$ cat src/orb_cfg.svh
`ifndef ORB_CFG_SVH
`define ORB_CFG_SVH

// width of one byte from a serial source
`define ORB_DATA_W 8

// frame word: one zero bit, the byte, three zero bits
`define ORB_WORD_W 12

// frame memory holds 2048 words
`define ORB_ADDR_W 11

// words per block, even and odd slots interleaved
`define ORB_BLOCK_WORDS 32

// delay counter values in WESET
`define ORB_WE_SET 28
`define ORB_WE_END 31

`endif
$ cat src/orbPkg.sv
`include "orb_cfg.svh"

package orbPkg;

	// per-channel control state
	typedef enum logic [1:0] {
		IDLE,
		WESET,  // waiting for the write enable delay to run out
		WAIT
	} chanState_t;

	// what the current strobe means, taken from the word counter
	typedef enum logic [1:0] {
		SLOT_DATA,
		SLOT_GAP,
		SLOT_END
	} slotKind_t;

	typedef logic [`ORB_WORD_W-1:0] orbWord_t;
	typedef logic [`ORB_ADDR_W-1:0] orbAddr_t;

endpackage

$ cat src/orbChanIf.sv
`timescale 1ns/1ns

interface orbChanIf;
	import orbPkg::*;

	logic load;  // one cycle, datapath takes the strobe on it
	logic restart;  // one cycle, clears the datapath counters
	slotKind_t slotKind;
	logic we;  // level, held until the strobe drops

	modport ctrl (
		output load,
		output restart,
		output we,
		input slotKind
	);

	modport dp (
		input load,
		input restart,
		output slotKind
	);

endinterface

$ cat src/orbChanPacker.sv
`timescale 1ns/1ns
`include "orb_cfg.svh"

module orbChanPacker #(
	parameter int dataWords = 16,
	parameter bit addrOdd = 1'b0
) (
	input logic clk,
	input logic rst,
	input logic [`ORB_DATA_W-1:0] data,
	orbChanIf.dp ch,
	output orbPkg::orbWord_t word,
	output orbPkg::orbAddr_t addr
);
	import orbPkg::*;

	localparam int slotBits = $clog2(`ORB_BLOCK_WORDS) - 1;
	localparam int blockBits = `ORB_ADDR_W - $clog2(`ORB_BLOCK_WORDS);
	localparam int padBits = `ORB_WORD_W - `ORB_DATA_W - 1;
	localparam logic [4:0] endCount = 5'd17;  // last strobe of every block
	localparam logic [slotBits-1:0] lastSlot = slotBits'(dataWords - 1);

	logic [4:0] wordCnt;  // strobes taken in this block
	logic [slotBits-1:0] slotCnt;
	logic [blockBits-1:0] blockCnt;

	always_comb begin
		if (wordCnt < 5'(dataWords)) begin
			ch.slotKind = SLOT_DATA;
		end else if (wordCnt == endCount) begin
			ch.slotKind = SLOT_END;
		end else begin
			ch.slotKind = SLOT_GAP;
		end
	end

	always_ff @(posedge clk or negedge rst) begin
		if (!rst) begin
			wordCnt <= '0;
			slotCnt <= '0;
			blockCnt <= '0;
			word <= '0;
			addr <= '0;
		end else if (ch.restart) begin
			wordCnt <= '0;
			slotCnt <= '0;
			blockCnt <= '0;
		end else if (ch.load) begin
			wordCnt <= wordCnt + 5'd1;
			case (ch.slotKind)
				SLOT_DATA: begin
					word <= {1'b0, data, {padBits{1'b0}}};
					// 32 * block + 2 * slot + channel parity
					addr <= {blockCnt, slotCnt, addrOdd};
					if (slotCnt == lastSlot) begin
						slotCnt <= '0;
					end else begin
						slotCnt <= slotCnt + 1'b1;
					end
				end
				SLOT_END: begin
					blockCnt <= blockCnt + 1'b1;
					wordCnt <= '0;
				end
				default: begin
					// gap strobe only moves the word counter
				end
			endcase
		end
	end

endmodule

$ cat src/flat_wrapper.sv
// flat-port wrapper written by rule: the top's interface ports become plain ports
module orbChanPacker_flat import orbPkg::*;
#(
	parameter int dataWords = 16,
	parameter bit addrOdd = 1'b0
)
  (clk, rst, data, word, addr, ch_load, ch_restart, ch_slotKind);
  orbChanIf ch_i ();
  input logic clk;
  input logic rst;
  input logic [`ORB_DATA_W-1:0] data;
  output orbPkg::orbWord_t word;
  output orbPkg::orbAddr_t addr;
  input wire logic [$bits(ch_i.load)-1:0] ch_load;
  input wire logic [$bits(ch_i.restart)-1:0] ch_restart;
  output wire logic [$bits(ch_i.slotKind)-1:0] ch_slotKind;
  assign ch_i.load = ch_load;
  assign ch_i.restart = ch_restart;
  assign ch_slotKind = ch_i.slotKind;
  orbChanPacker #(.dataWords(dataWords), .addrOdd(addrOdd)) u_core (.clk(clk), .rst(rst), .data(data), .ch(ch_i), .word(word), .addr(addr));
endmodule
$ cat config.mk
export PLATFORM = sky130hd
export DESIGN_NAME = orbChanPacker_flat
export DESIGN_NICKNAME = d
export VERILOG_FILES = /design/src/orbPkg.sv /design/src/orbChanIf.sv /design/src/orbChanPacker.sv /design/src/flat_wrapper.sv
export VERILOG_INCLUDE_DIRS = /design/src
export SDC_FILE = /design/constraint.sdc
export NUM_CORES = 1
export LEC_CHECK = 0
export ABC_AREA = 1
export BUFFER_PORTS_ARGS = -buffer_cell sky130_fd_sc_hd__buf_2
export CAP_MARGIN = 10
export CORE_MARGIN = 2
export CORE_UTILIZATION = 38
export CTS_BUF_LIST = sky130_fd_sc_hd__clkbuf_8
export DETAILED_ROUTE_END_ITERATION = 7
export PLACE_DENSITY = 0.67
export RECOVER_POWER = 50
export REMOVE_ABC_BUFFERS = 1
export SYNTH_ARGS = -nofsm -noshare
export SYNTH_HDL_FRONTEND = slang
export SYNTH_SLANG_ARGS = --single-unit
$ cat constraint.sdc
create_clock -name clk -period 3.9 [get_ports clk]
set_clock_uncertainty 0.2 [all_clocks]
set_input_delay 0.195 -clock clk [delete_from_list [all_inputs] [get_ports clk]]
set_output_delay 0.195 -clock clk [all_outputs]
set_load 0.05 [all_outputs]
==> summary.txt <==
Clocking
  • Longest Clk Path Bufs: 2
  • Number of buffers inserted during clock tree synthesis: 5
  • Number of levels the H-tree was split into: 2
  • Clock tree from TritonCTS: yes
  • Clock latency at the later pin of the worst-skew pair: 0.29 ns
  • Clock Pin Slew Worst Setup and Hold Paths: 0.07 ns
  • Library cell used as clock root buffer: sky130_fd_sc_hd__clkbuf_8
  • Cts repair resizes: 0
  • Buffer count from post-CTS setup fixing: 0
  • Total number of clock tree sinks: 33
  • Number of hold buffers added after CTS: 9

STA
  • Setup violations, final: 0
  • Worst slew slack as a fraction of its limit: -15.4%
  • Worst hold slack: 0.0417 ns
  • Highest attainable clock frequency: 476 MHz
  • Aggregate negative setup slack: 0 ns
  • Tcrit/Tclk final: 53.9%
  • Count of final hold-check violations: 0
  • Actual slew at the worst max-slew pin: 1.73 ns
  • Time the final worst path needs with I/O delays and setup: 2.10 ns
  • Final Slew Violations: 34
  • Unrepaired setup endpoints after global routing: false

Floorplan
  • Vertical die dimension: 68.2 um
  • Effective utilization at floorplan: 39.4%
  • Placeable core area: 3970 um^2
  • Area enclosed by the die boundary: 4650 um^2
  • Chip Width: 68.2 um
  • Num rows: 23
  • Count of pins on the block boundary: 37

Route
  • Vias post-DR: 1,244
  • Post-detailed-route DRC marker count: 0
  • 1st-pass router iterations: 4
  • Average wire per cell in the routed design: 11.0 um
  • Sum of routed wire length over all layers: 2950 um
  • Final antenna-violating net count: 0
  • Count of routing violations after the opening detailed-route iteration: 66
  • Via density per instance: 4.62

Yosys
  • Synthesized netlist cell count: 175
  • Ys flop type: sky130_fd_sc_hd__dfrtp_1
  • Netlist area before placement: 1560 um^2
  • Number of distinct library cell variants in the gate-level netlist after synthesis: 30
  • Area share of the largest cell type after synthesis: 52.8%
  • Fraction of registers with async set/reset: 100%
  • Post-synth top area cell: sky130_fd_sc_hd__dfrtp_1
  • Synthesized area per cell: 8.94 um^2
  • Number of enable flip-flop cells after synthesis: 0
  • Warnings, synthesis: 0
  • Biggest area contributors in the synthesized netlist: sky130_fd_sc_hd__dfrtp_1 (53%), sky130_fd_sc_hd__nand2_1 (15%), sky130_fd_sc_hd__ha_1 (3.2%), sky130_fd_sc_hd__buf_4 (2.9%), sky130_fd_sc_hd__inv_1 (2.6%)
  • Sequential-to-total area share from yosys stat: 52.8%
  • Post-synthesis register bit count: 33

Worst setup path
  • Cell at the slowest stage of the critical path: sky130_fd_sc_hd__clkbuf_1
  • Cell family with the largest share of critical-path delay: buffers and inverters
  • Number of buffers and inverters on the critical path: 2
  • Crit Path Max Fanout: 33
  • Cell-by-cell trace of the critical path: dlygate4sd3_1 -> clkbuf_1
  • Class of the most critical setup path: in2async
  • Arrival time at the worst endpoint: 1.97 ns
  • Peak per-stage delay on the critical path: 1.24 ns
  • CP endpoint kind: async pin
  • Required @ worst endpoint: 3.77 ns
  • Nature of the critical path startpoint: input pin

Layout
  • Layout cell share with drive strength beyond 1: 15.5%
  • Nets: 234
  • Total of fill cells in the finished design: 403
  • Most common library cell in the layout ignoring fill and taps: sky130_fd_sc_hd__nand2_1
  • Post-route insts no fill: 269
  • Commonest cells after routing, fill and taps aside: sky130_fd_sc_hd__nand2_1 (62), sky130_fd_sc_hd__dfrtp_1 (33), sky130_fd_sc_hd__clkbuf_1 (18), sky130_fd_sc_hd__buf_2 (13), sky130_fd_sc_hd__inv_1 (11)
  • Antenna cell count: 0
  • Syn-to-layout area delta: 22.7%

Global route
  • Wire length of the first global-routing pass: 4970 um
  • GRT Total Usage: 14.6%
  • Number of antenna violations at the first check in global routing: 0
  • Remaining global-route overflow: 0
  • Pin count of the biggest net entering global routing: 34
  • Vias in the first global route: 1,201

Placed design
  • Placed cell count: 252
  • Detailed placer's ending HPWL: 1990 um
  • Number of buffers inserted by port buffering: 31
  • Final GP Congestion: 0.864

Pwr
  • Power per cell area: 476 nW/um^2
  • Total leakage power: 0.000943 uW
  • Worst supply voltage drop on vdd: 296 uV

Run status
  • Result of the run: finished, violations left
  • Violated checks: capacitance limit, slew limit

Run
  • Max cap viols: 1

Hold path
  • Class of the worst hold path: in2reg
==> state kept, by name, indices dropped and copies added, names as in the netlist <==
signal           count
u_core.word          8
u_core.wordCnt       5
u_core.addr         10
u_core.slotCnt       4
u_core.blockCnt      6
==> metrics by stage <==
step | cell area [um^2] | power, uW | setup slack (ns) | util [%]
4_1_cts | 1950 | 933 | 2.06 | 49.2
3_5_place_dp | 1730 | 541 | 2.39 | 43.5
3_3_place_gp | 1730 | 537 | 2.41 | 43.5
5_1_grt | 1920 | 959 | 1.32 | 48.3
6_report | 1920 | 914 | 1.80 | 48.3
2_1_floorplan | 1510 | 501 | 2.06 | -
==> synthesized netlist by cell type (3+ instances only) <==
cell                       n
sky130_fd_sc_hd__ha_1      4
sky130_fd_sc_hd__buf_4     6
sky130_fd_sc_hd__nor2_1    5
sky130_fd_sc_hd__o22ai_1   3
sky130_fd_sc_hd__o21ai_0   6
sky130_fd_sc_hd__dfrtp_1  33
sky130_fd_sc_hd__inv_1    11
sky130_fd_sc_hd__nand3_1   6
sky130_fd_sc_hd__o21ai_1   6
sky130_fd_sc_hd__a21oi_1   6
sky130_fd_sc_hd__nand4_1   4
sky130_fd_sc_hd__inv_2     3
sky130_fd_sc_hd__nand2_1  61
==> worst min-delay path, stage by stage <==
cell                      delay, ns
sky130_fd_sc_hd__buf_2         0.11
sky130_fd_sc_hd__nor2_2        0.04
sky130_fd_sc_hd__inv_2         0.08
sky130_fd_sc_hd__a21oi_1       0.07
==> worst paths after layout <==
path,cells past startpoint,slack [ns],startpoint,end
setup / recovery,2,1.80,rst,u_core.slotCnt[3]
hold / removal,4,0.04,ch_load,u_core.wordCnt[0]
setup reg to reg,5,1.98,u_core.wordCnt[4],u_core.addr[1]
hold reg to reg,2,0.28,u_core.word[9],u_core.word[9]
max in group clk,5,1.98,u_core.wordCnt[4],u_core.addr[1]
min in group asynchronous,2,0.69,rst,u_core.wordCnt[3]
==> cell type report <==
cell class	count	area, um^2	share of cell area, %
multi-input combinational	123	616	32.1
clock inverter	3	65.1	3.39
inverter	15	58.8	3.06
clock buffer	5	68.8	3.59
timing repair buffer	40	223	11.6
sequential	33	826	43.0
tap	50	62.6	3.26
==> power breakdown <==
group / total (uW) / internal (uW) / switching (uW)
clock: 379 / 254 / 125
combinational: 151 / 38.4 / 112
sequential: 385 / 367 / 18.3
==> cell families (layout without fill, tap and decap cells) <==
logic type	count (synthesis)	after routing	synth area share, %
simple gates	86	86	25.0
buf+inv	23	63	8.08
xor+xnor	2	2	1.12
fa+ha+maj	4	4	3.20
other cells	1	5	0.240
flops	33	33	52.8
compound gates	26	26	9.60
==> layer usage <==
| layer | global-route usage [%] | vias up | part of all wire (%) |
|---|---|---|---|
| li1 | - | 637 | - |
| met1 | 16.9 | 557 | 47 |
| met2 | 23.9 | 43 | 44 |
| met3 | 4.11 | 7 | 6.4 |
| met4 | 8.75 | 0 | 2.3 |
| met5 | 0 | - | 0 |
Power figures use the tool's default switching activity.
